### config.mk
export PLATFORM = sky130hd
export DESIGN_NAME = decode_stage
export DESIGN_NICKNAME = d
export VERILOG_FILES = /design/src/common/pipe5_pkg.sv /design/src/decode/decode_stage.sv
export SDC_FILE = /design/constraint.sdc
export NUM_CORES = 1
export LEC_CHECK = 0
export BUFFER_PORTS_ARGS = -buffer_cell sky130_fd_sc_hd__buf_2
export CAP_MARGIN = 10
export CORE_AREA = 2 2 120 122
export DETAILED_ROUTE_END_ITERATION = 7
export DIE_AREA = 0 0 122 124
export PLACE_DENSITY = 0.67
export SYNTH_ARGS = -nofsm -noshare
export SYNTH_HDL_FRONTEND = slang
export SYNTH_SLANG_ARGS = --single-unit
### constraint.sdc
create_clock -name clk -period 1.95 [get_ports clk]
set_input_delay 0.195 -clock clk [delete_from_list [all_inputs] [get_ports clk]]
set_output_delay 0.195 -clock clk [all_outputs]
set_load 0.01 [all_outputs]
### src/common/pipe5_pkg.sv
`default_nettype none

package pipe5_pkg;

  localparam int data_width      = 32;
  localparam int reg_index_width = 4;
  localparam int op1_width       = 6;
  localparam int op2_width       = 8;
  localparam int imm_width       = 16;

  localparam logic [data_width-1:0] start_pc  = 32'h100;
  localparam logic [data_width-1:0] inst_size = 32'd4;

  localparam int dmem_words       = 1024;
  localparam int dmem_index_width = $clog2(dmem_words); // Taken from address bits 11:2

  // Primary opcodes
  localparam logic [op1_width-1:0] op1_alur = 6'b000000;
  localparam logic [op1_width-1:0] op1_beq  = 6'b001000;
  localparam logic [op1_width-1:0] op1_blt  = 6'b001001;
  localparam logic [op1_width-1:0] op1_ble  = 6'b001010;
  localparam logic [op1_width-1:0] op1_bne  = 6'b001011;
  localparam logic [op1_width-1:0] op1_jal  = 6'b001100;
  localparam logic [op1_width-1:0] op1_lw   = 6'b010010;
  localparam logic [op1_width-1:0] op1_sw   = 6'b011010;
  localparam logic [op1_width-1:0] op1_addi = 6'b100000;
  localparam logic [op1_width-1:0] op1_andi = 6'b100100;
  localparam logic [op1_width-1:0] op1_ori  = 6'b100101;
  localparam logic [op1_width-1:0] op1_xori = 6'b100110;

  // Secondary opcodes, ALUR only
  localparam logic [op2_width-1:0] op2_eq   = 8'b00001000;
  localparam logic [op2_width-1:0] op2_lt   = 8'b00001001;
  localparam logic [op2_width-1:0] op2_le   = 8'b00001010;
  localparam logic [op2_width-1:0] op2_ne   = 8'b00001011;
  localparam logic [op2_width-1:0] op2_add  = 8'b00100000;
  localparam logic [op2_width-1:0] op2_and  = 8'b00100100;
  localparam logic [op2_width-1:0] op2_or   = 8'b00100101;
  localparam logic [op2_width-1:0] op2_xor  = 8'b00100110;
  localparam logic [op2_width-1:0] op2_sub  = 8'b00101000;
  localparam logic [op2_width-1:0] op2_nand = 8'b00101100;
  localparam logic [op2_width-1:0] op2_nor  = 8'b00101101;
  localparam logic [op2_width-1:0] op2_nxor = 8'b00101110;
  localparam logic [op2_width-1:0] op2_rshf = 8'b00110000;
  localparam logic [op2_width-1:0] op2_lshf = 8'b00110001;

  localparam logic [1:0] alu_src_rt   = 2'b00; // Rt contents
  localparam logic [1:0] alu_src_imm  = 2'b01; // Sign-extended immediate
  localparam logic [1:0] alu_src_imm4 = 2'b10; // Immediate times four

  localparam logic [1:0] wr_src_pc  = 2'b00; // Link PC
  localparam logic [1:0] wr_src_mem = 2'b01;
  localparam logic [1:0] wr_src_alu = 2'b10;

  typedef struct packed {
    logic [op1_width-1:0]       op1;
    logic [op2_width-1:0]       op2;
    logic [5:0]                 spare;
    logic [reg_index_width-1:0] rd;
    logic [reg_index_width-1:0] rs;
    logic [reg_index_width-1:0] rt;
  } inst_alur_t;

  typedef struct packed {
    logic [op1_width-1:0]       op1;
    logic [1:0]                 spare;
    logic [imm_width-1:0]       imm;
    logic [reg_index_width-1:0] rs;
    logic [reg_index_width-1:0] rt;
  } inst_imm_t;

  // Same word, register or immediate view
  typedef union packed {
    inst_alur_t alur;
    inst_imm_t  imm;
  } instr_t;

endpackage

`default_nettype wire
### src/decode/decode_stage.sv
`timescale 1ns/1ps
`default_nettype none

module decode_stage (
  input  logic                                  clk,
  input  logic                                  reset,
  input  logic [pipe5_pkg::data_width-1:0]      inst_fe,
  input  logic [pipe5_pkg::data_width-1:0]      pc_fe,
  input  logic                                  valid_fe,
  input  logic                                  redirect,
  input  logic [pipe5_pkg::reg_index_width-1:0] ex_dst,
  input  logic                                  ex_we,
  input  logic [pipe5_pkg::reg_index_width-1:0] mem_dst,
  input  logic                                  mem_we,
  output logic [pipe5_pkg::reg_index_width-1:0] rs_index,
  output logic [pipe5_pkg::reg_index_width-1:0] rt_index,
  input  logic [pipe5_pkg::data_width-1:0]      rs_value,
  input  logic [pipe5_pkg::data_width-1:0]      rt_value,
  output logic                                  stall,
  output logic [pipe5_pkg::data_width-1:0]      id_pc,
  output logic [pipe5_pkg::op1_width-1:0]       id_op1,
  output logic [pipe5_pkg::op2_width-1:0]       id_op2,
  output logic [pipe5_pkg::data_width-1:0]      id_rs_val,
  output logic [pipe5_pkg::data_width-1:0]      id_rt_val,
  output logic [pipe5_pkg::data_width-1:0]      id_sxt_imm,
  output logic [pipe5_pkg::reg_index_width-1:0] id_dst,
  output logic [1:0]                            id_alu_src,
  output logic                                  id_mem_we,
  output logic                                  id_mem_re,
  output logic                                  id_reg_we,
  output logic [1:0]                            id_wr_src,
  output logic                                  id_branch,
  output logic                                  id_jal
);

  pipe5_pkg::instr_t inst;

  logic [1:0] alu_src;
  logic [1:0] wr_src;
  logic       mem_we_c;
  logic       mem_re_c;
  logic       reg_we_c;
  logic       branch;
  logic       jal;
  logic       dst_rd;
  logic       use_rs;
  logic       use_rt;
  logic       rs_busy;
  logic       rt_busy;
  logic       bubble;

  assign inst     = inst_fe;
  assign rs_index = inst.alur.rs;
  assign rt_index = inst.alur.rt;

  // Bubbles and unknown opcodes get no-op controls
  always_comb begin
    alu_src  = pipe5_pkg::alu_src_rt;
    wr_src   = pipe5_pkg::wr_src_alu;
    mem_we_c = 1'b0;
    mem_re_c = 1'b0;
    reg_we_c = 1'b0;
    branch   = 1'b0;
    jal      = 1'b0;
    dst_rd   = 1'b0;
    use_rs   = 1'b0;
    use_rt   = 1'b0;
    if (valid_fe) begin
      case (inst.alur.op1)
        pipe5_pkg::op1_alur: begin
          reg_we_c = 1'b1;
          dst_rd   = 1'b1;
          use_rs   = 1'b1;
          use_rt   = 1'b1;
        end
        pipe5_pkg::op1_beq, pipe5_pkg::op1_blt, pipe5_pkg::op1_ble, pipe5_pkg::op1_bne: begin
          branch = 1'b1; // Compares rs with rt
          use_rs = 1'b1;
          use_rt = 1'b1;
        end
        pipe5_pkg::op1_jal: begin
          alu_src  = pipe5_pkg::alu_src_imm4;
          wr_src   = pipe5_pkg::wr_src_pc;
          reg_we_c = 1'b1;
          jal      = 1'b1;
          use_rs   = 1'b1;
        end
        pipe5_pkg::op1_lw: begin
          alu_src  = pipe5_pkg::alu_src_imm;
          wr_src   = pipe5_pkg::wr_src_mem;
          mem_re_c = 1'b1;
          reg_we_c = 1'b1;
          use_rs   = 1'b1;
        end
        pipe5_pkg::op1_sw: begin
          alu_src  = pipe5_pkg::alu_src_imm;
          mem_we_c = 1'b1;
          use_rs   = 1'b1;
          use_rt   = 1'b1; // Store data
        end
        pipe5_pkg::op1_addi, pipe5_pkg::op1_andi, pipe5_pkg::op1_ori, pipe5_pkg::op1_xori: begin
          alu_src  = pipe5_pkg::alu_src_imm;
          reg_we_c = 1'b1;
          use_rs   = 1'b1;
        end
        default: ;
      endcase
    end
  end

  // Any older writer still in execute, memory or writeback
  assign rs_busy = (id_reg_we && id_dst == rs_index) || (ex_we && ex_dst == rs_index) ||
                   (mem_we && mem_dst == rs_index);
  assign rt_busy = (id_reg_we && id_dst == rt_index) || (ex_we && ex_dst == rt_index) ||
                   (mem_we && mem_dst == rt_index);

  assign stall  = (use_rs && rs_busy) || (use_rt && rt_busy);
  assign bubble = stall || redirect;

  always_ff @(posedge clk or posedge reset) begin
    if (reset) begin
      id_mem_we  <= 1'b0;
      id_mem_re  <= 1'b0;
      id_reg_we  <= 1'b0;
      id_branch  <= 1'b0;
      id_jal     <= 1'b0;
      id_alu_src <= pipe5_pkg::alu_src_rt;
      id_wr_src  <= pipe5_pkg::wr_src_alu;
    end else begin
      id_mem_we  <= mem_we_c && !bubble;
      id_mem_re  <= mem_re_c && !bubble;
      id_reg_we  <= reg_we_c && !bubble;
      id_branch  <= branch && !bubble;
      id_jal     <= jal && !bubble;
      id_alu_src <= alu_src;
      id_wr_src  <= wr_src;
    end
  end

  always_ff @(posedge clk) begin
    id_pc      <= pc_fe;
    id_op1     <= inst.alur.op1;
    id_op2     <= inst.alur.op2;
    id_rs_val  <= rs_value;
    id_rt_val  <= rt_value;
    id_sxt_imm <= {{(pipe5_pkg::data_width - pipe5_pkg::imm_width){inst.imm.imm[15]}},
                   inst.imm.imm};
    id_dst     <= dst_rd ? inst.alur.rd : inst.alur.rt;
  end

  // Fetch must hold the stalled word for the retry
  stall_holds_fetch: assert property (@(posedge clk) disable iff (reset)
    (stall && !redirect) |=> (valid_fe && $stable(inst_fe)))
    else $error("fetch register changed while decode was stalled");

endmodule

`default_nettype wire

Yosys cells after proc, flatten, opt, wreduce, memory -nomap -nowiden --
Cells that the tools add are included.
Word-level totals: flip-flop bits (word level) 139, input port bits 142, output and inout port bits 164, word-level logic and storage cells 78
Operators by class: eq/ne operators 17, muxes and demuxes 21, reduce and logical (&&, ||, !) cells 26
Operator list (number):
- $eq 6x4->1 const B | 5
- $eq 4x4->1 | 6
- $eq 6x6->1 const B | 4
- $mux 1 | 16
- $logic_and 1x1->1 | 13
- $eq 6x5->1 const B | 2
- $reduce_or 12->1 | 1
- $reduce_or 6->1 | 2
- $pmux 2 s2 | 2
- $reduce_or 7->1 | 1
- $logic_not 6->1 | 1
- $logic_or 1x1->1 | 6
- $mux 2 | 2
- $mux 4 | 1
- $reduce_or 4->1 | 1
- $logic_not 1->1 | 1

Logic depth before layout (Yosys ltp) --
word-level depth 9, mapped depth 7, gate-level depth less buffers 6

Least setup slack after synthesis --
Ideal clock, no wire load.
path type flip-flop to output port, start point register id_dst[2] (netlist name), end point output stall, arrival 1.423 ns, data required time 1.755 ns, setup slack 0.332 ns, cell stages (with the launch flop) 6, buffers on the path 0, cells stage by stage dfxtp_1 inv_1 a222oi_1 nor4b_2 o31ai_1 a22oi_1
Between the ends: longest elaborated chain between the ends 6, elaborated cells between the ends (all ways) 11, classes of those cells 2 x eq/ne; 9 x reduce/logical
RTL lines:
- start, declared | line decode_stage.sv:26 | output logic [pipe5_pkg::reg_index_width-1:0] id_dst,
- start signal, assigned | line decode_stage.sv:148 | id_dst <= dst_rd ? inst.alur.rd : inst.alur.rt;
- $eq 4x4->1 (on tied branches) | line decode_stage.sv:112, decode_stage.sv:114
- $logic_and 1x1->1 (on tied branches) | line decode_stage.sv:112, decode_stage.sv:114
- $logic_or 1x1->1 (on tied branches) (2 in series) | line decode_stage.sv:112, decode_stage.sv:114
- $logic_and 1x1->1 | line decode_stage.sv:117 | assign stall = (use_rs && rs_busy) || (use_rt && rt_busy);
- $logic_or 1x1->1 (*) | line decode_stage.sv:117
- end, declared | line decode_stage.sv:19 | output logic stall,
Mark *: on every way between the ends. The rest lies on a longest branch, timed or not.

Final worst setup path --
Ends and elaborated chain as after synthesis.

==> impl_metrics.json <==
{
  "status": "finished with violations",
  "violations": "negative setup slack",
  "finalCritPeriodShare": 1.06,
  "fin_worst_skew_ps": 5.43,
  "grtUsageMet2": 0.295,
  "met1_usage": 0.150,
  "min_from": "inst_fe[29]",
  "dieArea_mm2": 0.0151,
  "first_iter_violations": 95,
  "crit_fanout": 3,
  "area_growth_pct": 95.3,
  "power_density_mw_per_mm2": 982,
  "crit_path_start_kind": "register",
  "synth_nets": 386,
  "firstDrtPassIters": 4,
  "rr_startpoint": "id_dst[2]",
  "pin_count": 306,
  "cts_buffer_depth": 2,
  "synth-simple-area-share": 0.0634,
  "maxSlewViolCount": 0,
  "total_power_w": 0.00674,
  "setup_tns_ps": -119,
  "hold_violations": 0,
  "netlist_top_cells_count": "dfxtp_1, buf_4, xnor2_1",
  "dp_slack_ps": 139,
  "grt_pass1_vias": 3443,
  "max_slew_margin": 0.595,
  "grt_pass1_wl_um": 17300,
  "die_y_um": 124,
  "startpoint": "id_dst[2]",
  "nFillCells": 1187,
  "drv_cap": 0,
  "comb_power_share": 0.107,
  "switching_power_w": 0.00165,
  "synth_compound_area_frac": 0.0264,
  "synth_top_family_by_area": "buffers and inverters",
  "critical_path_class": "register to output port",
  "seq_area_mm2": 0.00271,
  "async_flop_share": 0.0677,
  "start_util": 0.256,
  "rows": 43,
  "cts-buffers-inserted": 17,
  "synthFlopType": "dfxtp_1",
  "hold_class": "primary input to register",
  "syn_area_mm2": 0.00351,
  "final.setup.worst_slack_ps": -119,
  "grt-busiest-layer": "met2",
  "wl_um": 12500,
  "nets": 802,
  "vias": 3328,
  "wl_per_cell_um": 14.6,
  "dp_cells": 697,
  "critical_path_arrival_ps": 1870,
  "switching_share": 0.245,
  "grt_max_degree": 19,
  "antenna_found_initial": 1,
  "gr-total-overflow": 0,
  "rsz0062_at_grt": "true",
  "clk_latency_ps": 410,
  "end_kind": "output port",
  "synth_most_common_cell": "dfxtp_1",
  "placed_area_mm2": 0.00502,
  "setup-violations-final": 1,
  "cts_tree": "built",
  "synth.top_cell.area_share": 0.707,
  "leakage_nw": 3.37,
  "ys.warnings.count": 0,
  "grt_use_met3": 0.0577,
  "post-route-min-period_ps": 2070,
  "instances_no_fill": 854,
  "dp_hpwl_um": 8830,
  "p_int_w": 0.00509,
  "ys_types": 36,
  "synth_fa_ha_area_frac": 0,
  "ys_top_cells_by_area": "dfxtp_1, buf_4, dfrtp_1",
  "clkPwrFrac": 0.462,
  "cp.required_ps": 1750,
  "track_usage": 0.156,
  "ys_seq_area_frac": 0.771,
  "clock.fmax_mhz": 483,
  "ys_ff_latch": 133,
  "muxShareOfSynthArea": 0.0128,
  "drive_gt1_frac": 0.523,
  "core_area_mm2": 0.0137,
  "tightest_slew_ps": 602,
  "synth.largest_area_cell": "dfxtp_1",
  "path_clk_slew_ps": 60,
  "syn_avg_cell_area_um2": 14.4,
  "port_buffers": 305,
  "multi_input_area_um2": 558,
  "p_seq_frac": 0.431,
  "synth-edff-count": 0,
  "clock_sinks": 133,
  "syn_inst": 244,
  "synth_xor_xnor_area_share": 0.0524,
  "drcViolationCount": 0,
  "viasPerCell": 3.90,
  "final_area_mm2": 0.00686,
  "root_buffer": "clkbuf_16",
  "ir_drop_mv": 0.465,
  "die_w_um": 122,
  "ant_nets": 0,
  "gp_congestion": 0.767,
  "cts_max_level": 4
}
registers in the layout (all words and copies together) (netlist names):
name / flops
id_mem_we: 1
id_op2: 3
id_mem_re: 1
id_dst: 4
id_pc: 32
id_alu_src: 2
id_rs_val: 32
id_wr_src: 2
id_sxt_imm: 15
id_jal: 1
id_op1: 6
id_rt_val: 32
id_reg_we: 1
id_branch: 1
layout make-up:
class,instances,share of cell area
Clock inverter,15,0.0232
Tap cell,180,0.0328
Multi-Input combinational cell,74,0.0813
Inverter,5,0.00274
Timing Repair Buffer,429,0.402
Sequential cell,133,0.395
Clock buffer,17,0.0620
Antenna cell,1,0.000365
cell families (layout without fill, tap and decap cells):
group,count (synthesis),in the layout
other,0,1
buffers and inverters,37,466
xor gates and xnor gates,21,21
AOI/OAI and AO/OA,13,13
and+or+nand+nor,36,36
DFF,133,133
muxes,4,4
through the flow:
step           hold slack [ps]   util
4_1_cts                  0.143  0.500
6_report                  29.6  0.500
5_1_grt                   9.27  0.500
3_5_place_dp               177  0.366
3_3_place_gp               163  0.366
2_1_floorplan             22.2      -
routing by layer:
metal  routed length [um]  up-vias  part of all wire
li1                     -     1602                 -
met1                 4320     1548              0.35
met3                  942       16             0.076
met2                 6970      162              0.56
met5                    0        -                 0
met4                  216        0             0.017
power by group through the flow:
stage	clock (W)	sequential, W	combinational (W)
2_1_floorplan	0	0.00304	0.000135
3_3_place_gp	0	0.00296	0.000508
3_5_place_dp	0	0.00296	0.000515
4_1_cts	0.00318	0.00290	0.000718
5_1_grt	0.00331	0.00292	0.000777
6_report	0.00311	0.00291	0.000720
timing repair:
action                                  in CTS  in global routing
resized for setup                            5                  0
endpoints found under the hold margin      134                  0
endpoints found under the setup margin       1                  1
pin swaps                                    4                  0
cloned                                       0                  0
hold buffers                               121                  0
setup buffers                                3                  0
path summary, 6_finish.rpt:
check	endpoint	slack, ps	cells after the start
max	stall	-120	6
min	id_op1[3]	30	1
max reg2reg	id_mem_re	230	7
min reg2reg	id_jal	1140	6
max in group asynchronous	id_wr_src[1]	1350	3
min in group asynchronous	id_mem_we	310	3
worst max-delay path: stages, from the launching register on:
cell and delay, ps:
dfxtp_2 350, inv_2 40, a222oi_1 310, nor4b_4 320
o31ai_2 100, a22oi_1 170, buf_2 160
layout by cell type, fill, tap and decap left out, drive strengths merged:
cell type      n
o21ai          3
clkinvlp       3
diode          1
clkbuf        17
nand2          5
nor4b          2
dlygate4sd3  121
bufinv         1
nor3           2
o31ai          1
clkinv         1
nand2b         1
nor2           7
nor2b          5
nand4          2
dfrtp          8
inv           15
and2           1
o211ai         2
dfxtp        124
xor2          10
a41oi          1
a222oi         1
buf          308
a21boi         1
o22ai          2
a21oi          1
xnor2         11
a22oi          1
or4            1
mux2           4
dfstp          1
nor4           6
nand3          4
(Power assumes the default switching activity.)
