File: config.mk
export PLATFORM = sky130hd
export DESIGN_NAME = register_file
export DESIGN_NICKNAME = d
export VERILOG_FILES = /design/src/common/pipe5_pkg.sv /design/src/decode/register_file.sv
export SDC_FILE = /design/constraint.sdc
export NUM_CORES = 1
export LEC_CHECK = 0
export BUFFER_PORTS_ARGS = -buffer_cell sky130_fd_sc_hd__buf_4
export CORE_ASPECT_RATIO = 0.5
export CORE_MARGIN = 2
export CORE_UTILIZATION = 40
export DETAILED_ROUTE_END_ITERATION = 10
export PLACE_DENSITY = 0.56
export SETUP_SLACK_MARGIN = 0.2
export SKIP_LAST_GASP = 1
export SYNTH_ARGS = -nofsm -noshare
export SYNTH_HDL_FRONTEND = slang
export SYNTH_SLANG_ARGS = --single-unit
File: constraint.sdc
create_clock -name clk -period 44.5 [get_ports clk]
set_input_delay 2.225 -clock clk [delete_from_list [all_inputs] [get_ports clk]]
set_output_delay 2.225 -clock clk [all_outputs]
set_load 0.01 [all_outputs]
File: src/common/pipe5_pkg.sv
`default_nettype none

package pipe5_pkg;

  localparam int data_width      = 32;
  localparam int reg_index_width = 4;
  localparam int op1_width       = 6;
  localparam int op2_width       = 8;
  localparam int imm_width       = 16;

  localparam logic [data_width-1:0] start_pc  = 32'h100;
  localparam logic [data_width-1:0] inst_size = 32'd4;

  localparam int dmem_words       = 1024;
  localparam int dmem_index_width = $clog2(dmem_words); // Taken from address bits 11:2

  // Primary opcodes
  localparam logic [op1_width-1:0] op1_alur = 6'b000000;
  localparam logic [op1_width-1:0] op1_beq  = 6'b001000;
  localparam logic [op1_width-1:0] op1_blt  = 6'b001001;
  localparam logic [op1_width-1:0] op1_ble  = 6'b001010;
  localparam logic [op1_width-1:0] op1_bne  = 6'b001011;
  localparam logic [op1_width-1:0] op1_jal  = 6'b001100;
  localparam logic [op1_width-1:0] op1_lw   = 6'b010010;
  localparam logic [op1_width-1:0] op1_sw   = 6'b011010;
  localparam logic [op1_width-1:0] op1_addi = 6'b100000;
  localparam logic [op1_width-1:0] op1_andi = 6'b100100;
  localparam logic [op1_width-1:0] op1_ori  = 6'b100101;
  localparam logic [op1_width-1:0] op1_xori = 6'b100110;

  // Secondary opcodes, ALUR only
  localparam logic [op2_width-1:0] op2_eq   = 8'b00001000;
  localparam logic [op2_width-1:0] op2_lt   = 8'b00001001;
  localparam logic [op2_width-1:0] op2_le   = 8'b00001010;
  localparam logic [op2_width-1:0] op2_ne   = 8'b00001011;
  localparam logic [op2_width-1:0] op2_add  = 8'b00100000;
  localparam logic [op2_width-1:0] op2_and  = 8'b00100100;
  localparam logic [op2_width-1:0] op2_or   = 8'b00100101;
  localparam logic [op2_width-1:0] op2_xor  = 8'b00100110;
  localparam logic [op2_width-1:0] op2_sub  = 8'b00101000;
  localparam logic [op2_width-1:0] op2_nand = 8'b00101100;
  localparam logic [op2_width-1:0] op2_nor  = 8'b00101101;
  localparam logic [op2_width-1:0] op2_nxor = 8'b00101110;
  localparam logic [op2_width-1:0] op2_rshf = 8'b00110000;
  localparam logic [op2_width-1:0] op2_lshf = 8'b00110001;

  localparam logic [1:0] alu_src_rt   = 2'b00; // Rt contents
  localparam logic [1:0] alu_src_imm  = 2'b01; // Sign-extended immediate
  localparam logic [1:0] alu_src_imm4 = 2'b10; // Immediate times four

  localparam logic [1:0] wr_src_pc  = 2'b00; // Link PC
  localparam logic [1:0] wr_src_mem = 2'b01;
  localparam logic [1:0] wr_src_alu = 2'b10;

  typedef struct packed {
    logic [op1_width-1:0]       op1;
    logic [op2_width-1:0]       op2;
    logic [5:0]                 spare;
    logic [reg_index_width-1:0] rd;
    logic [reg_index_width-1:0] rs;
    logic [reg_index_width-1:0] rt;
  } inst_alur_t;

  typedef struct packed {
    logic [op1_width-1:0]       op1;
    logic [1:0]                 spare;
    logic [imm_width-1:0]       imm;
    logic [reg_index_width-1:0] rs;
    logic [reg_index_width-1:0] rt;
  } inst_imm_t;

  // Same word, register or immediate view
  typedef union packed {
    inst_alur_t alur;
    inst_imm_t  imm;
  } instr_t;

endpackage

`default_nettype wire
File: src/decode/register_file.sv
`timescale 1ns/1ps
`default_nettype none

module register_file (
  input  logic                                  clk,
  input  logic                                  reset,
  input  logic [pipe5_pkg::reg_index_width-1:0] rs_index,
  input  logic [pipe5_pkg::reg_index_width-1:0] rt_index,
  output logic [pipe5_pkg::data_width-1:0]      rs_value,
  output logic [pipe5_pkg::data_width-1:0]      rt_value,
  input  logic                                  wr_en,
  input  logic [pipe5_pkg::reg_index_width-1:0] wr_index,
  input  logic [pipe5_pkg::data_width-1:0]      wr_data
);

  logic [pipe5_pkg::data_width-1:0] regs [2**pipe5_pkg::reg_index_width];

  always_ff @(posedge clk or posedge reset) begin
    if (reset) begin
      for (int i = 0; i < 2**pipe5_pkg::reg_index_width; i++) begin
        regs[i] <= '0;
      end
    end else if (wr_en) begin
      regs[wr_index] <= wr_data;
    end
  end

  // Write-through, decode sees this cycle's writeback
  assign rs_value = (wr_en && wr_index == rs_index) ? wr_data : regs[rs_index];
  assign rt_value = (wr_en && wr_index == rt_index) ? wr_data : regs[rt_index];

endmodule

`default_nettype wire

# Word-level counts from Yosys, hierarchy flattened
# Index checks and enable logic that the tools add are counted.
# W data, S select, Z words.
dict set report word_totals {
  register_bits 512
  input_bits 47
  out_inout_bits 64
  elab_cells 39
}
dict set report op_classes {
  n_lt_le_gt_ge 4
  n_eq_ne 2
  mux 11
  n_bitwise 3
  n_reduce_logical 3
}
# op n
set ops {}
lappend ops {{$bwmux W512} 1}
lappend ops {{$bmux W32 S4} 2}
lappend ops {{$mux W32} 7}
lappend ops {{$demux W32 S4} 1}
lappend ops {{$ge A5 B5 Y1 const B} 3}
lappend ops {{$not A4 Y5} 3}
lappend ops {{$eq A4 B4 Y1} 2}
lappend ops {{$lt A5 B1 Y1 const B} 1}
lappend ops {{$logic_and A1 B1 Y1} 3}

# Logic depth before layout (Yosys ltp)
# Gate-level depths: netlist of run 1.
dict set report logic_depth {
  word_depth 6
  mapped_depth 7
  mapped_depth_nobuf 4
}

# Worst setup path before layout of run 1
# No wires, ideal clock.
dict set report synth_timing {
  path_kind {input-to-output}
  from {input port rt_index[0] (netlist name)}
  to {output port rt_value[10] (netlist name)}
  t_arrival_ps 3922
  required_ps 42275
  slack_ps 38353
  stages 7
  n_path_buf 3
  path_cell_list {clkbuf_1 > buf_2 > buf_2 > mux4_2 > a22oi_1 > nand2_1 > mux2_2}
}
dict set report synth_between {
  elab_chain_cells 5
  word_cells_on_any_way 7
  cone_classes {eq/ne: 1; mux: 4; bitwise: 1; reduce/logical: 1}
}
# item line
set synth_rtl {}
lappend synth_rtl {{from (decl)} register_file.sv:8} ;# input logic [pipe5_pkg::reg_index_width-1:0] rt_index,
lappend synth_rtl {{$not A4 Y5 (not written as such)} register_file.sv:30} ;# assign rt_value = (wr_en && wr_index == rt_index) ? wr_data : regs[rt_index];
lappend synth_rtl {{$bmux W32 S4} register_file.sv:30}
lappend synth_rtl {{$mux W32 (not written as such) (2 in a row)} register_file.sv:30}
lappend synth_rtl {{$mux W32 (*)} register_file.sv:30}
lappend synth_rtl {{to (decl)} register_file.sv:10} ;# output logic [pipe5_pkg::data_width-1:0] rt_value,
# Every way passes the cells marked *; elsewhere a longest branch is shown, timed or not. The select of a mux whose other input is x is not followed.

# Final worst setup path of run 1
dict set report layout_timing {
  from {input port rs_index[1] (netlist name)}
  to {output port rs_value[1] (netlist name)}
}
dict set report layout_between {
  elab_chain_cells 5
  word_cells_on_any_way 7
  cone_classes {eq/ne: 1; mux: 4; bitwise: 1; reduce/logical: 1}
}
# item line
set layout_rtl {}
lappend layout_rtl {{from (decl)} register_file.sv:7} ;# input logic [pipe5_pkg::reg_index_width-1:0] rs_index,
lappend layout_rtl {{$not A4 Y5 (not written as such)} register_file.sv:29} ;# assign rs_value = (wr_en && wr_index == rs_index) ? wr_data : regs[rs_index];
lappend layout_rtl {{$bmux W32 S4} register_file.sv:29}
lappend layout_rtl {{$mux W32 (not written as such) (2 in a row)} register_file.sv:29}
lappend layout_rtl {{$mux W32 (*)} register_file.sv:29}
lappend layout_rtl {{to (decl)} register_file.sv:9} ;# output logic [pipe5_pkg::data_width-1:0] rs_value,
# Marks and branches as above.

==> results of run 1 <==
-- through the flow --
| step | util [%] | setup WS (ps) | total power, mW | instance area (µm²) | hold slack (ps) |
|---|---|---|---|---|---|
| floorplan | - | 27980 | 0.904 | 27300 | 470 |
| global placement | 43.1 | 36970 | 0.998 | 29000 | 481 |
| detailed placement | 43.1 | 36980 | 1.01 | 29000 | 496 |
| CTS | 45.7 | 36970 | 1.46 | 30700 | 512 |
| global route | 45.7 | 36870 | 1.52 | 30700 | 533 |
| finish | 45.7 | 36940 | 1.45 | 30700 | 509 |
-- per-layer routing --
| metal | share of wire (%) | GRT usage, % | wire length, µm | vias to the layer above |
|---|---|---|---|---|
| li1 | - | - | - | 6887 |
| met2 | 48 | 35.6 | 36700 | 430 |
| met4 | 2.0 | 5.15 | 1520 | 0 |
| met5 | 0 | 0 | 0 | - |
| met1 | 46 | 32.0 | 35300 | 9148 |
| met3 | 4.8 | 3.23 | 3680 | 104 |
-- cells by family after synthesis --
logic type / synth area share (%)
AO/OA/AOI/OAI: 3.41
flip-flops: 46.9
AND/OR/NAND/NOR: 1.59
multiplexers: 45.0
XOR/XNOR: 0.257
buffers and inverters: 2.78
-- path summary, 6_finish.rpt --
path / start / endpoint / slack (ps) / cells after the start
hold / removal: regs[408] / regs[408] / 510 / 1
setup reg to reg: regs[106] / regs[106] / 43690 / 1
hold reg to reg: regs[408] / regs[408] / 510 / 1
setup / recovery: rs_index[1] / rs_value[1] / 36940 / 8
min in group asynchronous: reset / regs[271] / 1730 / 2
max in group asynchronous: reset / regs[324] / 39710 / 5
-- synthesized netlist by cell type, types with 5 or more instances --
cell type	number	share of area, %
clkbuf_1	113	1.6
nor2_1	12	0.16
mux4_2	258	21
a22oi_1	124	3.4
xor2_1	6	0.19
mux2_2	563	23
buf_1	14	0.19
mux2_1	13	0.54
dfrtp_1	512	47
nand2_1	66	0.91
nor2b_1	5	0.11
buf_2	51	0.93
-- cell type report --
| cell class | count | area share, % |
|---|---|---|
| Multi-Input combinational cell | 1064 | 45.2 |
| Timing Repair Buffer | 149 | 3.76 |
| Tap cell | 897 | 3.65 |
| Inverter | 1 | 0.0367 |
| Clock inverter | 23 | 0.635 |
| Sequential cell | 512 | 41.7 |
| Clock buffer | 72 | 5.01 |
-- layout by cell type, fill, tap and decap left out, drive strengths merged, types with 3 or more instances in the layout --
cell type | netlist | routed
or3 | 3 | 3
buf | 67 | 149
nand2b | 4 | 4
clkbuf | 113 | 72
dfrtp | 512 | 512
nand2 | 66 | 66
xor2 | 6 | 6
nor2 | 12 | 12
mux2 | 576 | 576
clkinv | 0 | 18
nor2b | 5 | 5
a22oi | 124 | 124
bufinv | 0 | 3
mux4 | 258 | 258
-- power breakdown --
group,internal (mW),switching [mW],leakage [nW]
Combinational,0.221,0.125,5.52
Clock,0.258,0.193,0.873
Sequential,0.575,0.0769,6.28
Total,1.05,0.395,12.7
==> key figures, run 1 <==
Worst setup path
  – Most used cell, CP: buf_4
  – Worst-path cell chain: buf_6, buf_4, buf_4, mux4_2, a22oi_1, nand2_1, mux2_2, buf_4
  – Critical-path top delay cell: buf_4
  – Critical Path Sink Type: output pin
  – Max incr delay on CP: 890 ps
  – Crit path kind: input pin to output pin
  – Crit-path max FO: 59
  – CP Data Arrival Time: 5330 ps
  – CP delay by family, top: buffers and inverters
  – Critical Path RT: 42,270 ps
  – CP bufs+invs: 4
  – CP startpoint kind: input pin

Clock network
  – TritonCTS buffer count: 51
  – Sinks on Clock Net: 512
  – TritonCTS clock tree: yes
  – Worst-path clk slew: 60 ps
  – Clk_lat worst skew: 580 ps
  – Post-CTS setup buffers: 0
  – H-tree depth: 2
  – Clock Tree Buf Depth: 3
  – Hold Buf Count CTS: 0
  – CTS Root Buffer Type: clkbuf_16
  – Resized Gates After CTS: 0

Synth
  – Sequential area share after synthesis: 46.9%
  – Mean post-synth cell area: 15.5 µm²
  – Post-Synthesis Cells: 1,757
  – Synth warnings: 0
  – Fraction of registers with async set/reset: 100%
  – Most used DFF post-synth: dfrtp_1
  – Yosys cell types: 22
  – Number of flops mapped to enable cells by yosys: 0
  – Yosys reg bits: 512
  – Syn nets: 1,804
  – Mapped cell area: 0.0273 mm²

Drt
  – DR WL/cell: 28.4 µm
  – DRC viols: 0
  – Initial DRT Pass Iterations: 5
  – Total vias in the final route: 16,600
  – Routed WL: 77,200 µm
  – Routed Antenna Nets: 0
  – Vias/cell: 6.10
  – Iter 0 DRT Violations: 1,307

Finish
  – Area of the multi-input gates: 0.0139 mm²
  – Storage element area: 0.0128 mm²
  – Non-Filler Instances: 2,718
  – Layout net count: 1,826
  – Area delta synth->final: 12.5%
  – Fill cell count: 5,907
  – Largest registers: regs x512
  – N_diodes: 0
  – Share of layout cells above drive strength 1: 59.7%
  – Max reg flops: 512
  – Most flops, register: regs

Timing
  – Worst Tran Pin Value: 995 ps
  – Final worst path period need: 7560 ps
  – RSZ-0062 raised after global routing: false
  – Max Clock Freq: 132 MHz
  – Setup_tns: 0 ps
  – Final Max Tran Viols: 0
  – Slew headroom: 33.6%
  – Clock skew: 0 ps
  – Final setup fails: 0
  – Tcrit/Tclk final: 17.0%
  – Final Hold Fails: 0

Placement
  – I/O Buffers: 110
  – Detailed placement HPWL: 43,000 µm
  – Post-Place Cells: 2,623
  – Routability congestion estimate from global placement: 0.738

Die
  – Die height: 189 µm
  – CORE AREA: 0.0672 mm²
  – Die area: 0.0705 mm²
  – Starting Density: 40.6%
  – # rows: 67
  – Die Wd: 373 µm
  – I/O pins: 111

GRT
  – Initial antenna violation count: 0
  – First-pass GRT wire length: 117,000 µm
  – Largest net degree at the start of global routing: 161
  – Vias in the first global route: 17,100
  – GRT Residual Overflow: 0
  – Gr usage total: 22.2%

Job
  – Max cap viols: 0

Min path
  – HP Class: flop to flop

Run status
  – Status: complete, no violations

Power and ir drop
  – Leakage power: 12.7 nW
  – PwrDens: 47.2 mW/mm²
  – Worst IR Drop VDD: 0.0000245 V
No activity file was read; power rests on OpenSTA's default activity.
==> inputs of run 2 (changes only) <==
- clock period: 44.5 -> 7.6 ns (I/O delays scaled with it)
==> key figures, run 2 (same netlist as run 1, synthesis figures left out) <==
Worst setup path
  – CP delay by family, top: buffers and inverters
  – Critical Path Sink Type: output pin
  – CP Data Arrival Time: 3180 ps
  – Crit-path max FO: 64
  – CP bufs+invs: 4
  – Critical-path top delay cell: buf_4
  – Max incr delay on CP: 720 ps
  – FF-to-FF setup slack: 6790 ps
  – Crit path kind: input pin to output pin
  – Critical Path RT: 7220 ps
  – CP startpoint kind: input pin
  – Worst-path cell chain: buf_8, buf_4, xor2_1, nor4_4, buf_4, mux2_2, buf_4
  – Most used cell, CP: buf_4

Clock network
  – H-tree depth: 2
  – Sinks on Clock Net: 512
  – Clk_lat worst skew: 580 ps
  – CTS Root Buffer Type: clkbuf_16
  – Resized Gates After CTS: 0
  – Clock Tree Buf Depth: 3
  – Hold Buf Count CTS: 0
  – Worst-path clk slew: 60 ps
  – Post-CTS setup buffers: 0
  – TritonCTS buffer count: 51
  – TritonCTS clock tree: yes

Power and ir drop
  – Proportion of power drawn by the clock network: 31.0%
  – Comb pwr share: 24.0%
  – Switching Share: 27.1%
  – Worst IR Drop VDD: 0.000160 V
  – PwrDens: 276 mW/mm²
  – Leakage power: 12.7 nW
  – Total power: 8.46 mW
  – Flop pwr share: 45.0%
  – P_sw: 2.29 mW
  – P_int: 6.17 mW

Drt
  – Total vias in the final route: 16,700
  – Vias/cell: 6.13
  – DRC viols: 0
  – Initial DRT Pass Iterations: 5
  – Routed Antenna Nets: 0
  – Iter 0 DRT Violations: 1,391
  – Routed WL: 78,800 µm
  – DR WL/cell: 29.0 µm

Finish
  – Layout net count: 1,827
  – Commonest non-fill, non-tap cell in the layout: mux2_2
  – Largest registers: regs x512
  – Area delta synth->final: 12.5%
  – Share of layout cells above drive strength 1: 59.4%
  – Max reg flops: 512
  – Most flops, register: regs
  – Fin util: 45.7%
  – Most frequent cells in the layout: 563 x mux2_2, 512 x dfrtp_1, 258 x mux4_2
  – Non-Filler Instances: 2,717
  – Finished Cell Area: 0.0307 mm²
  – Fill cell count: 5,958

Timing
  – Tcrit/Tclk final: 46.9%
  – Worst Tran Pin Value: 1150 ps
  – Slew headroom: 22.9%
  – Clock skew: 0 ps
  – Final Hold Fails: 4
  – Max Clock Freq: 281 MHz
  – Setup_tns: 0 ps
  – Final Max Tran Viols: 0
  – Final worst path period need: 3560 ps
  – Setup slack after layout: 4040 ps
  – Worst hold slack: -31.9 ps
  – Final setup fails: 0
  – RSZ-0062 raised after global routing: false

GRT
  – Initial antenna violation count: 1
  – Largest net degree at the start of global routing: 159
  – Vias in the first global route: 17,300
  – GRT Residual Overflow: 0
  – Gr usage total: 22.5%
  – First-pass GRT wire length: 118,000 µm

Job
  – Max cap viols: 0

Die
  – Starting Density: 40.6%
  – CORE AREA: 0.0672 mm²
  – # rows: 67
  – Die Wd: 373 µm
  – I/O pins: 111
  – Die height: 189 µm
  – Die area: 0.0705 mm²

Run status
  – Status: finished with violations
  – Failing checks: hold timing

Placement
  – Setup WS pre-CTS: 3940 ps
  – Routability congestion estimate from global placement: 0.750
  – Post-Place Cells: 2,624
  – Placed Area: 0.0290 mm²
  – Detailed placement HPWL: 43,000 µm
  – I/O Buffers: 110

Min path
  – HP Class: input pin to async pin
run 2: cell types whose count changed in the layout (fill, tap and decap cells not counted):
cell,before,now
clkbuf_1,5,10
inv_8,1,0
buf_12,1,2
clkinvlp_4,2,1
diode_2,0,1
clkinv_2,18,12
run 2: worst paths after layout:
kind                            cells past startpoint         from           end
worst min register to register                      1    regs[408]     regs[408]
worst min-delay path                                3        reset     regs[276]
worst max register to register                      1    regs[468]     regs[468]
max in group asynchronous                           4        reset      regs[93]
worst max-delay path                                7  rs_index[0]  rs_value[20]
min in group clk                                    2  wr_data[18]     regs[466]
run 2: cell type report:
| cell class | count | area (µm²) | share of cell area (%) |
|---|---|---|---|
| well taps | 897 | 1120 | 3.65 |
| clock buffers | 77 | 1560 | 5.07 |
| diodes | 1 | 2.50 | 0.00815 |
| clock inverters | 15 | 150 | 0.489 |
| inverters | 1 | 7.51 | 0.0244 |
| multi-input cells | 1064 | 13900 | 45.2 |
| flip-flops and latches | 512 | 12800 | 41.7 |
| repair buffers | 150 | 1170 | 3.82 |
run 2: routing by layer:
metal	vias to the layer above	track usage, %	wire [µm]
met2	406	34.9	36300
met1	9253	33.1	36800
met4	0	5.61	1740
met3	112	3.64	3950
met5	-	0	0
li1	6896	-	-
run 2: tightest hold or removal path, stage by stage:
cell and delay (ps):
buf_4 120, clkinvlp_4 80, buf_12 500
run 2: power groups by stage:
stage	Sequential, mW	Combinational, mW	Clock (mW)
6_report	3.81	2.03	2.63
5_1_grt	3.89	2.19	2.80
4_1_cts	3.79	2.06	2.68
3_5_place_dp	3.84	2.06	0
3_3_place_gp	3.82	2.02	0
2_1_floorplan	3.70	1.59	0
