--- config.mk ---
export PLATFORM = sky130hd
export DESIGN_NAME = fetch_unit
export DESIGN_NICKNAME = d
export VERILOG_FILES = /design/src/common/pipe5_pkg.sv /design/src/fetch/fetch_unit.sv
export SDC_FILE = /design/constraint.sdc
export NUM_CORES = 1
export LEC_CHECK = 0
export BUFFER_PORTS_ARGS = -buffer_cell sky130_fd_sc_hd__buf_4
export CAP_MARGIN = 20
export CORE_MARGIN = 1
export CORE_UTILIZATION = 45
export CTS_CLUSTER_SIZE = 12
export DETAILED_ROUTE_END_ITERATION = 6
export PLACE_DENSITY_LB_ADDON = 0.1
export SYNTH_ARGS = -nofsm -noshare
export SYNTH_HDL_FRONTEND = slang
export SYNTH_SLANG_ARGS = --single-unit
export TNS_END_PERCENT = 100
--- constraint.sdc ---
create_clock -name clk -period 4.1 [get_ports clk]
set_clock_uncertainty 0.15 [all_clocks]
set_input_delay 0.82 -clock clk [delete_from_list [all_inputs] [get_ports clk]]
set_output_delay 0.82 -clock clk [all_outputs]
set_load 0.01 [all_outputs]
--- src/common/pipe5_pkg.sv ---
`default_nettype none

package pipe5_pkg;

  localparam int data_width      = 32;
  localparam int reg_index_width = 4;
  localparam int op1_width       = 6;
  localparam int op2_width       = 8;
  localparam int imm_width       = 16;

  localparam logic [data_width-1:0] start_pc  = 32'h100;
  localparam logic [data_width-1:0] inst_size = 32'd4;

  localparam int dmem_words       = 1024;
  localparam int dmem_index_width = $clog2(dmem_words); // Taken from address bits 11:2

  // Primary opcodes
  localparam logic [op1_width-1:0] op1_alur = 6'b000000;
  localparam logic [op1_width-1:0] op1_beq  = 6'b001000;
  localparam logic [op1_width-1:0] op1_blt  = 6'b001001;
  localparam logic [op1_width-1:0] op1_ble  = 6'b001010;
  localparam logic [op1_width-1:0] op1_bne  = 6'b001011;
  localparam logic [op1_width-1:0] op1_jal  = 6'b001100;
  localparam logic [op1_width-1:0] op1_lw   = 6'b010010;
  localparam logic [op1_width-1:0] op1_sw   = 6'b011010;
  localparam logic [op1_width-1:0] op1_addi = 6'b100000;
  localparam logic [op1_width-1:0] op1_andi = 6'b100100;
  localparam logic [op1_width-1:0] op1_ori  = 6'b100101;
  localparam logic [op1_width-1:0] op1_xori = 6'b100110;

  // Secondary opcodes, ALUR only
  localparam logic [op2_width-1:0] op2_eq   = 8'b00001000;
  localparam logic [op2_width-1:0] op2_lt   = 8'b00001001;
  localparam logic [op2_width-1:0] op2_le   = 8'b00001010;
  localparam logic [op2_width-1:0] op2_ne   = 8'b00001011;
  localparam logic [op2_width-1:0] op2_add  = 8'b00100000;
  localparam logic [op2_width-1:0] op2_and  = 8'b00100100;
  localparam logic [op2_width-1:0] op2_or   = 8'b00100101;
  localparam logic [op2_width-1:0] op2_xor  = 8'b00100110;
  localparam logic [op2_width-1:0] op2_sub  = 8'b00101000;
  localparam logic [op2_width-1:0] op2_nand = 8'b00101100;
  localparam logic [op2_width-1:0] op2_nor  = 8'b00101101;
  localparam logic [op2_width-1:0] op2_nxor = 8'b00101110;
  localparam logic [op2_width-1:0] op2_rshf = 8'b00110000;
  localparam logic [op2_width-1:0] op2_lshf = 8'b00110001;

  localparam logic [1:0] alu_src_rt   = 2'b00; // Rt contents
  localparam logic [1:0] alu_src_imm  = 2'b01; // Sign-extended immediate
  localparam logic [1:0] alu_src_imm4 = 2'b10; // Immediate times four

  localparam logic [1:0] wr_src_pc  = 2'b00; // Link PC
  localparam logic [1:0] wr_src_mem = 2'b01;
  localparam logic [1:0] wr_src_alu = 2'b10;

  typedef struct packed {
    logic [op1_width-1:0]       op1;
    logic [op2_width-1:0]       op2;
    logic [5:0]                 spare;
    logic [reg_index_width-1:0] rd;
    logic [reg_index_width-1:0] rs;
    logic [reg_index_width-1:0] rt;
  } inst_alur_t;

  typedef struct packed {
    logic [op1_width-1:0]       op1;
    logic [1:0]                 spare;
    logic [imm_width-1:0]       imm;
    logic [reg_index_width-1:0] rs;
    logic [reg_index_width-1:0] rt;
  } inst_imm_t;

  // Same word, register or immediate view
  typedef union packed {
    inst_alur_t alur;
    inst_imm_t  imm;
  } instr_t;

endpackage

`default_nettype wire
--- src/fetch/fetch_unit.sv ---
`timescale 1ns/1ps
`default_nettype none

module fetch_unit (
  input  logic                             clk,
  input  logic                             reset,
  input  logic                             stall,
  input  logic                             redirect,
  input  logic [pipe5_pkg::data_width-1:0] redirect_pc,
  output logic [pipe5_pkg::data_width-1:0] imem_addr,
  input  logic [pipe5_pkg::data_width-1:0] imem_data,
  output logic [pipe5_pkg::data_width-1:0] inst_fe,
  output logic [pipe5_pkg::data_width-1:0] pc_fe,
  output logic                             valid_fe
);

  logic [pipe5_pkg::data_width-1:0] pc;

  assign imem_addr = pc; // Memory answers in the same cycle

  // Redirect beats stall
  always_ff @(posedge clk or posedge reset) begin
    if (reset) begin
      pc       <= pipe5_pkg::start_pc;
      valid_fe <= 1'b0;
    end else if (redirect) begin
      pc       <= redirect_pc;
      valid_fe <= 1'b0; // Word in flight is the wrong path
    end else if (!stall) begin
      pc       <= pc + pipe5_pkg::inst_size;
      valid_fe <= 1'b1;
    end
  end

  always_ff @(posedge clk) begin
    if (!stall) begin
      inst_fe <= imem_data;
      pc_fe   <= pc;
    end
  end

  // Catches a JAL through a register that is not word aligned
  pc_aligned: assert property (@(posedge clk) disable iff (reset) pc[1:0] == 2'b00)
    else $error("fetch PC %h is not word aligned", pc);

endmodule

`default_nettype wire

**Word-level counts from Yosys, hierarchy flattened**

Index checks and enable logic that the tools add are counted.

- Muxes and demuxes: 4
- Equal/unequal tests: 1
- Add/sub/neg operators: 1

Operator list:

| cell | count |
|---|---|
| 32-bit two-way mux | 2 |
| 32-bit by 3-bit adder with 32-bit output (second input constant) | 1 |
| 1-bit two-way mux | 2 |
| 2-bit by 1-bit != test with 1-bit output (second input constant) | 1 |

- Logic and storage cells: 10
- Flip-flop bits (word level): 97
- Bits of input ports: 68

**Longest topological paths before layout**

Gate-level depths: netlist of the first run.

- Depth in word-level cells: 3
- Mapped depth: 7
- Depth with buffers taken out: 5

**Least setup slack after synthesis of the first run**

No wires, ideal clock.

- Path kind: input-to-reg
- Start: in stall
- End: reg inst_fe[0] (netlist name) (enable)
- Setup slack: 1.455 ns
- Data arrival time: 2.076 ns
- Buffers on the path: 0
- Setup time: 0.419 ns
- Cell stages on the path: 1
- Data required time: 3.531 ns
- Path through: inv_1

RTL lines:

| item | RTL line | text |
|---|---|---|
| start, declared | fetch_unit.sv:7 | `input logic stall,` |
| end signal, assigned | fetch_unit.sv:37 | `inst_fe <= imem_data;` |
| end, declared | fetch_unit.sv:12 | `output logic [pipe5_pkg::data_width-1:0] inst_fe,` |

No word-level cell between the ends.

**Worst setup path in the final report of the first run**

- Start: reg pc, in the netlist imem_addr[2]
- End: reg pc, in the netlist imem_addr[30]

- Cells in the longest elaborated chain, start to end: 3

Ends and longest elaborated chain:

| item | RTL line | text |
|---|---|---|
| start, declared | fetch_unit.sv:17 | `logic [pipe5_pkg::data_width-1:0] pc;` |
| start signal, assigned | fetch_unit.sv:24 | `pc <= pipe5_pkg::start_pc;` |
| start signal, assigned | fetch_unit.sv:27 | `pc <= redirect_pc;` |
| start signal, assigned | fetch_unit.sv:30 | `pc <= pc + pipe5_pkg::inst_size;` |
| 32-bit by 3-bit adder with 32-bit output | fetch_unit.sv:30 |  |
| 32-bit two-way mux | fetch_unit.sv:29 | `end else if (!stall) begin` |
| 32-bit two-way mux | fetch_unit.sv:26 | `end else if (redirect) begin` |

Every way passes these cells. The select of a mux whose other input is x is not followed.
A chain may end at the register's enable or synchronous reset.

==> qor_table.md, run 1 <==
| Group | Quantity | This run |
|---|---|---|
| yosys | Total of flip-flops plus latches after synthesis | 97 |
| route | Vias/cell | 5.27 |
| clock tree | Post-CTS resize count | 0 |
| yosys | Synthesized area divided by synthesized cell count | 13.9 sq um |
| die | Effective utilization at floorplan | 46.9% |
| placement | Standard cell area after detailed placement | 5170 sq um |
| yosys | Distinct cell type count of the synthesized netlist | 39 |
| critical path | Buffering stage count on the worst path with inverters included | 0 |
| sta | Number of pins with negative max-slew slack in the final report | 0 |
| yosys | Adder and majority cell fraction of the synthesized area | 0.323% |
| grt | Number of antenna violations at the first check in global routing | 0 |
| sta | RSZ-0062 raised after global routing | false |
| clock tree | Number of sinks handled by clock tree synthesis | 97 |
| clock tree | Setup Fix Bufs, Post-CTS | 0 |
| grt | Highest-utilization routing layer at the global route stage | met2 |
| final layout | Sequential cell area in the final layout | 2750 sq um |
| route | Average wire per cell in the routed design | 16.8 um |
| final layout | Most frequent standard cell in the layout excluding fill and tap cells | sky130_fd_sc_hd__buf_4 |
| placement | Routability Congestion | 0.783 |
| yosys | Main combinational cell family by area after synthesis | simple AND/OR/NAND/NOR gates |
| outcome | Result of the run | finished clean |
| sta | Worst slew slack as a fraction of its limit | 54.2% |
| critical path | Arr. time, crit path | 2.64 ns |
| final layout | Most used cells in the layout excluding fill and tap cells | 166 x sky130_fd_sc_hd__buf_4, 64 x sky130_fd_sc_hd__edfxtp_1, 32 x sky130_fd_sc_hd__dfrtp_1 |
| yosys | Simple logic cell fraction of the synthesized area | 13.9% |
| final layout | Area added between synthesis and finish | 40.5% |
| die | Standard-cell rows | 33 |
| grt | Met1 Usage GRT | 27.5% |
| die | Die width | 94.7 um |
| critical path | Top cell family by delay on the critical path | simple AND/OR/NAND/NOR gates |
| grt | Routing usage on met3 | 4.35% |
| critical path | Critical Setup Path Class | flip-flop to flip-flop |
| sta | Actual slew at the worst max-slew pin | 0.687 ns |
| grt | Global routing usage summed across all routing layers | 21.3% |
| critical path | Slowest-stage cell, CP | sky130_fd_sc_hd__or4_1 |
| final layout | Multi-input logic area | 995 sq um |
| final layout | Layout cells sized above 1 | 43.2% |
| grt | Met2 capacity usage during global routing | 35.2% |
| yosys | Proportion of synthesized chip area in sequential cells | 71.0% |
| yosys | Post-synthesis instance area | 3870 sq um |
| route | Drt total wl | 9290 um |
| sta | Hold Fails Final Rpt | 0 |
| yosys | Syn_nets | 348 |
| placement | Number of input and output port buffers inserted | 164 |
| die | Die outline height | 94.7 um |
| yosys | Fraction of synthesized cell area in xor and xnor cells | 2.72% |
| placement | Total half-perimeter wirelength after legalization and detailed placement | 6590 um |
| sta | Portion of the clock cycle consumed by the worst path in the final layout | 61.3% |
| critical path | Ordered cell list for the critical path | ha_1 > and4b_2 > nand4_1 > or4_1 > a31oi_1 |
| route | DRC violation total after the first TritonRoute iteration | 135 |
| yosys | Warning count from the yosys run | 0 |
| job | Maximum capacitance violations | 0 |
| die | Ports placed on the boundary | 165 |
| critical path | Biggest fanout along the worst timing path | 13 |
| min path | Worst min path class | input pin to asynchronous set/reset pin |
| sta | Time the final worst path needs with I/O delays and setup | 2.51 ns |
| grt | Global-route wire length before repair | 14,200 um |
| sta | Count of final setup violators | 0 |
| power and ir drop | Power per cell area | 431 nW/um^2 |
| final layout | Final Net Count | 513 |
| clock tree | Clock tree root buffer cell | sky130_fd_sc_hd__clkbuf_8 |
| yosys | Post-synthesis compound-gate area fraction | 7.66% |
| yosys | Dominant cells by area after synthesis | sky130_fd_sc_hd__edfxtp_1 50%, sky130_fd_sc_hd__dfrtp_1 21%, sky130_fd_sc_hd__a31oi_1 2.4%, sky130_fd_sc_hd__o31ai_1 2.3%, sky130_fd_sc_hd__or4_1 2.3% |
| yosys | Synth top area share | 49.7% |
| final layout | Count of inserted antenna diode cells | 0 |
| power and ir drop | Reported leakage power | 2.28 nW |
| clock tree | CTS H-Tree Depth | 3 |
| grt | Leftover overflow at the end of global routing | 0 |
| grt | Via count of the first global-routing pass | 2,814 |
| die | Standard cell core area | 8260 sq um |
| yosys | Area leader, netlist | sky130_fd_sc_hd__edfxtp_1 |
| sta | Sum of negative setup slack | 0 ns |
| yosys | Mux contribution to synthesized area | 1.13% |
| die | Die area | 8970 sq um |
| final layout | Filler Cell Count | 674 |
| final layout | Final Cell Area | 5440 sq um |
| route | Remaining antenna violation count | 0 |
| sta | Maximum frequency from static timing analysis | 398 MHz |
| clock tree | Clk slew on worst S/H paths | 0.09 ns |
| critical path | Nature of the critical path startpoint | flip-flop |
| clock tree | Max Buffers Root-to-Sink | 2 |
| route | Via count | 2,919 |
| clock tree | Hold buffers post-CTS | 0 |
| critical path | Data required, critical path | 4.22 ns |
| power and ir drop | Worst supply voltage drop on vdd | 0.000233 V |
| critical path | Critical Path Max Stage Delay | 0.65 ns |
| route | DRC Markers | 0 |
| yosys | Synth Instances | 279 |
| critical path | CP endpoint kind | flip-flop |
| clock tree | Clock insertion delay at the later pin of the skew report | 0.36 ns |
| clock tree | TritonCTS clock tree | done |
| route | DR pass1 iterations | 5 |
| grt | Pin count of the biggest net entering global routing | 55 |
| clock tree | Number of buffers created by CTS | 9 |
==> cell families after synthesis <==
| kind of cell | Yosys count |
|---|---|
| mux | 4 |
| compound gates | 46 |
| xor+xnor | 12 |
| buf+inv | 22 |
| fa+ha+maj | 1 |
| simple gates | 97 |
| flops | 97 |
==> cell type report <==
| type | instances | share of cell area [%] |
|---|---|---|
| clock buffer | 10 | 2.35 |
| multi-input combinational | 160 | 18.3 |
| tap | 105 | 2.42 |
| timing repair buffer | 166 | 22.9 |
| clock inverter | 6 | 2.53 |
| inverter | 10 | 0.943 |
| sequential | 97 | 50.6 |
==> worst reg2reg max path, stage by stage, from the launching register on <==
cell	delay (ns)
sky130_fd_sc_hd__dfrtp_1	0.48
sky130_fd_sc_hd__ha_1	0.20
sky130_fd_sc_hd__and4b_2	0.30
sky130_fd_sc_hd__nand4_1	0.45
sky130_fd_sc_hd__or4_1	0.65
sky130_fd_sc_hd__a31oi_1	0.20
==> where the power goes <==
group	internal, mW	switching [mW]	leakage [nW]	total (mW)
logic	0.175	0.148	1.15	0.324
clock network	0.472	0.339	0.131	0.810
registers	1.14	0.0696	1.01	1.21
total	1.78	0.557	2.28	2.34
==> metrics by stage <==
stage	hold WS [ns]	power, mW	worst slack (ns)	cells	util (%)
2_1_floorplan	0.358	1.35	1.46	279	-
3_3_place_gp	0.306	1.55	1.39	538	62.6
5_1_grt	0.231	2.44	1.44	554	65.8
6_report	0.216	2.34	1.59	554	65.8
3_5_place_dp	0.319	1.56	1.25	538	62.6
4_1_cts	0.210	2.36	1.61	554	65.8
==> metal layers <==
metal	share of wire [%]	vias to the layer above
met5	0	-
met4	1.4	0
met3	7.8	11
met2	50	120
met1	41	1403
li1	-	1385
==> synthesized netlist by cell type <==
master / number
sky130_fd_sc_hd__edfxtp_1: 64
sky130_fd_sc_hd__dfrtp_1: 32
sky130_fd_sc_hd__nand2_1: 20
sky130_fd_sc_hd__nor2_1: 20
sky130_fd_sc_hd__a31oi_1: 15
sky130_fd_sc_hd__o21ai_0: 14
sky130_fd_sc_hd__nand3_1: 13
sky130_fd_sc_hd__o31ai_1: 12
sky130_fd_sc_hd__or4_1: 12
sky130_fd_sc_hd__inv_1: 9
sky130_fd_sc_hd__nand4_1: 9
sky130_fd_sc_hd__clkbuf_1: 7
sky130_fd_sc_hd__xnor2_1: 7
sky130_fd_sc_hd__xor2_1: 5
sky130_fd_sc_hd__and2_1: 3
sky130_fd_sc_hd__and3_1: 3
sky130_fd_sc_hd__mux2_2: 3
sky130_fd_sc_hd__nor3_1: 3
sky130_fd_sc_hd__nor4_1: 3
sky130_fd_sc_hd__or3_1: 3
sky130_fd_sc_hd__and4_1: 2
sky130_fd_sc_hd__buf_2: 2
sky130_fd_sc_hd__clkbuf_8: 2
sky130_fd_sc_hd__a211o_1: 1
sky130_fd_sc_hd__a22oi_1: 1
sky130_fd_sc_hd__a311o_1: 1
sky130_fd_sc_hd__a31o_2: 1
sky130_fd_sc_hd__and2b_2: 1
sky130_fd_sc_hd__and4b_2: 1
sky130_fd_sc_hd__buf_6: 1
sky130_fd_sc_hd__bufinv_8: 1
sky130_fd_sc_hd__dfstp_2: 1
sky130_fd_sc_hd__ha_1: 1
sky130_fd_sc_hd__mux2i_1: 1
sky130_fd_sc_hd__nand3_2: 1
sky130_fd_sc_hd__nand3b_4: 1
sky130_fd_sc_hd__o21a_1: 1
sky130_fd_sc_hd__or2_2: 1
sky130_fd_sc_hd__or4_4: 1
==> registers in the layout (all words and copies together) (netlist names) <==
name and count:
imem_addr 32, inst_fe 32, pc_fe 32, valid_fe 1
==> worst paths after layout <==
check	start	depth (start not counted)	slack, ns	end
setup / recovery	imem_addr[2]$_DFFE_PP0N_	5	1.59	imem_addr[30]$_DFFE_PP0N_
hold / removal	reset	2	0.22	imem_addr[1]$_DFFE_PP0P_
setup reg to reg	imem_addr[2]$_DFFE_PP0N_	5	1.59	imem_addr[30]$_DFFE_PP0N_
hold reg to reg	imem_addr[0]$_DFFE_PP0P_	0	0.34	pc_fe[0]$_DFFE_PN_
max in group asynchronous	reset	3	2.92	imem_addr[8]$_DFFE_PP1N_
min in group clk	imem_addr[0]$_DFFE_PP0P_	0	0.34	pc_fe[0]$_DFFE_PN_
No activity file was read; power rests on OpenSTA's default activity.
==> inputs of run 2 (changes only) <==
--- a/config.mk
+++ b/config.mk
@@ -8,7 +8,7 @@
 export BUFFER_PORTS_ARGS = -buffer_cell sky130_fd_sc_hd__buf_4
 export CAP_MARGIN = 20
 export CORE_MARGIN = 1
-export CORE_UTILIZATION = 45
+export CORE_UTILIZATION = 43
 export CTS_CLUSTER_SIZE = 12
 export DETAILED_ROUTE_END_ITERATION = 6
 export PLACE_DENSITY_LB_ADDON = 0.1
==> constraint.sdc (replaced) <==
create_clock -name clk -period 2.3 [get_ports clk]
set_clock_uncertainty 0.15 [all_clocks]
set_input_delay 0.46 -clock clk [delete_from_list [all_inputs] [get_ports clk]]
set_output_delay 0.46 -clock clk [all_outputs]
set_load 0.01 [all_outputs]
==> run 2 against run 1 <==
  * Utilization down 2.7 points
  * Fmax up 16%
  * Sequential cell count unchanged
  * Global-route usage down 1.6 points
  * Clock power up 27%
  * Die area up 4.5%
  * Non-clock buffer count up 17
  * Worst hold slack worse by 0.097 ns
  * Register-to-register slack worse by 1.4 ns
  * Wire length down 1.4%
  * Critical path type unchanged
  * Largest power group unchanged
==> qor_table.md, run 2 (synthesis gave the netlist of run 1 again) <==
| Group | Quantity | This run |
|---|---|---|
| sta | Maximum frequency from static timing analysis | 463 MHz |
| critical path | Nature of the critical path startpoint | flip-flop |
| grt | Global-route wire length before repair | 14,500 um |
| outcome | Result of the run | finished clean |
| route | DRC violation total after the first TritonRoute iteration | 101 |
| route | Vias/cell | 5.22 |
| clock tree | Clock insertion delay at the later pin of the skew report | 0.36 ns |
| die | Standard cell core area | 8720 sq um |
| die | Ports placed on the boundary | 165 |
| final layout | Most frequent standard cell in the layout excluding fill and tap cells | sky130_fd_sc_hd__buf_4 |
| sta | Sum of negative setup slack | 0 ns |
| placement | Number of input and output port buffers inserted | 164 |
| power and ir drop | Power per cell area | 690 nW/um^2 |
| die | Die outline height | 96.9 um |
| sta | Number of pins with negative max-slew slack in the final report | 0 |
| clock tree | CTS H-Tree Depth | 3 |
| clock tree | Max Buffers Root-to-Sink | 2 |
| final layout | Core Util, Final | 63.2% |
| power and ir drop | Reported leakage power | 2.32 nW |
| clock tree | TritonCTS clock tree | done |
| route | Drt total wl | 9150 um |
| sta | RSZ-0062 raised after global routing | false |
| critical path | Biggest fanout along the worst timing path | 8 |
| min path | Worst min path class | input pin to flip-flop |
| grt | Global routing usage summed across all routing layers | 19.7% |
| sta | Time the final worst path needs with I/O delays and setup | 2.16 ns |
| die | Effective utilization at floorplan | 44.4% |
| power and ir drop | Worst supply voltage drop on vdd | 0.000316 V |
| critical path | Slowest-stage cell, CP | sky130_fd_sc_hd__or3_1 |
| critical path | Buffering stage count on the worst path with inverters included | 0 |
| critical path | Critical Path Max Stage Delay | 0.56 ns |
| critical path | Top cell family by delay on the critical path | simple AND/OR/NAND/NOR gates |
| critical path | Arr. time, crit path | 2.29 ns |
| die | Standard-cell rows | 34 |
| job | Maximum capacitance violations | 0 |
| route | Remaining antenna violation count | 0 |
| route | DRC Markers | 0 |
| placement | Routability Congestion | 0.829 |
| clock tree | Clock tree root buffer cell | sky130_fd_sc_hd__clkbuf_8 |
| grt | Leftover overflow at the end of global routing | 0 |
| clock tree | Number of sinks handled by clock tree synthesis | 97 |
| route | Via count | 2,994 |
| sta | Count of final setup violators | 0 |
| clock tree | Clk slew on worst S/H paths | 0.10 ns |
| grt | Pin count of the biggest net entering global routing | 50 |
| final layout | Filler Cell Count | 690 |
| die | Die width | 96.9 um |
| clock tree | Number of buffers created by CTS | 9 |
| final layout | Most used cells in the layout excluding fill and tap cells | 180 x sky130_fd_sc_hd__buf_4, 64 x sky130_fd_sc_hd__edfxtp_1, 32 x sky130_fd_sc_hd__dfrtp_1 |
| critical path | Ordered cell list for the critical path | nand4_1 > or3_1 > or4_1 > a31oi_1 |
| final layout | Final Net Count | 530 |
| final layout | Layout cells sized above 1 | 45.1% |
| sta | Portion of the clock cycle consumed by the worst path in the final layout | 93.9% |
| critical path | Critical Setup Path Class | flip-flop to flip-flop |
| route | Average wire per cell in the routed design | 15.9 um |
| critical path | Data required, critical path | 2.43 ns |
| grt | Number of antenna violations at the first check in global routing | 0 |
| sta | Hold Fails Final Rpt | 0 |
| critical path | CP endpoint kind | flip-flop |
| sta | Worst slew slack as a fraction of its limit | 69.0% |
| die | Die area | 9380 sq um |
| final layout | Count of inserted antenna diode cells | 0 |
| grt | Via count of the first global-routing pass | 2,813 |
| final layout | Area added between synthesis and finish | 42.3% |
| sta | Actual slew at the worst max-slew pin | 0.465 ns |
| route | DR pass1 iterations | 4 |
| placement | Total half-perimeter wirelength after legalization and detailed placement | 6580 um |
-- run 2: cell types whose count changed in the layout (fill, tap and decap cells not counted), sizes merged --
cell / previous run / this run
buf: 166 / 182
bufinv: 5 / 1
clkinvlp: 0 / 3
dlygate4sd3: 0 / 1
inv: 11 / 12
-- run 2: per-layer routing --
metal / wire (um) / global-route usage (%)
met1: 4220 / 27.7
met2: 4290 / 30.0
met3: 524 / 4.41
met4: 126 / 7.23
met5: 0 / 0
-- run 2: timing repair --
action | in CTS | in global routing
hold buffers | 1 | 0
resized for setup | 0 | 0
buffers inserted | 0 | 0
hold endpoints to repair | 8 | 0
-- run 2: final timing paths --
kind                                             end  cells past startpoint  slack [ns]                      start
hold reg to reg                   pc_fe[1]$_DFFE_PN_                      0        0.33   imem_addr[1]$_DFFE_PP0P_
setup / recovery           imem_addr[25]$_DFFE_PP0N_                      4        0.14  imem_addr[18]$_DFFE_PP0N_
min in group asynchronous   imem_addr[3]$_DFFE_PP0N_                      3        0.51                      reset
max in group asynchronous  imem_addr[15]$_DFFE_PP0N_                      4        1.00                      reset
setup reg to reg           imem_addr[25]$_DFFE_PP0N_                      4        0.14  imem_addr[18]$_DFFE_PP0N_
hold / removal                 inst_fe[19]$_DFFE_PN_                      1        0.12              imem_data[19]
-- run 2: cell type report --
class,instances,area (sq um),share of cell area (%)
clock inverter,6,48.8,0.886
inverter,10,51.3,0.931
sequential,97,2750,49.9
timing repair buffer,183,1400,25.4
tap,108,135,2.45
multi-input combinational,160,995,18.1
clock buffer,10,128,2.32
-- run 2: stage by stage --
stage / instance area, sq um / worst slack [ns] / hold WS (ns) / power [mW] / std cells
after floorplan: 3870 / 0.0151 / 0.358 / 2.40 / 279
after global placement: 5320 / 0.0377 / 0.305 / 2.79 / 557
after detailed placement: 5320 / 0.00262 / 0.324 / 2.81 / 557
after CTS: 5510 / 0.146 / 0.101 / 3.83 / 574
after global routing: 5510 / 0.000175 / 0.0961 / 3.95 / 574
final: 5510 / 0.139 / 0.120 / 3.80 / 574
-- run 2: where the power goes --
group | total [mW] | leakage, nW | switching, mW | internal [mW]
Clock | 1.03 | 0.0799 | 0.628 | 0.406
Combinational | 0.636 | 1.23 | 0.293 | 0.343
Sequential | 2.13 | 1.01 | 0.101 | 2.03
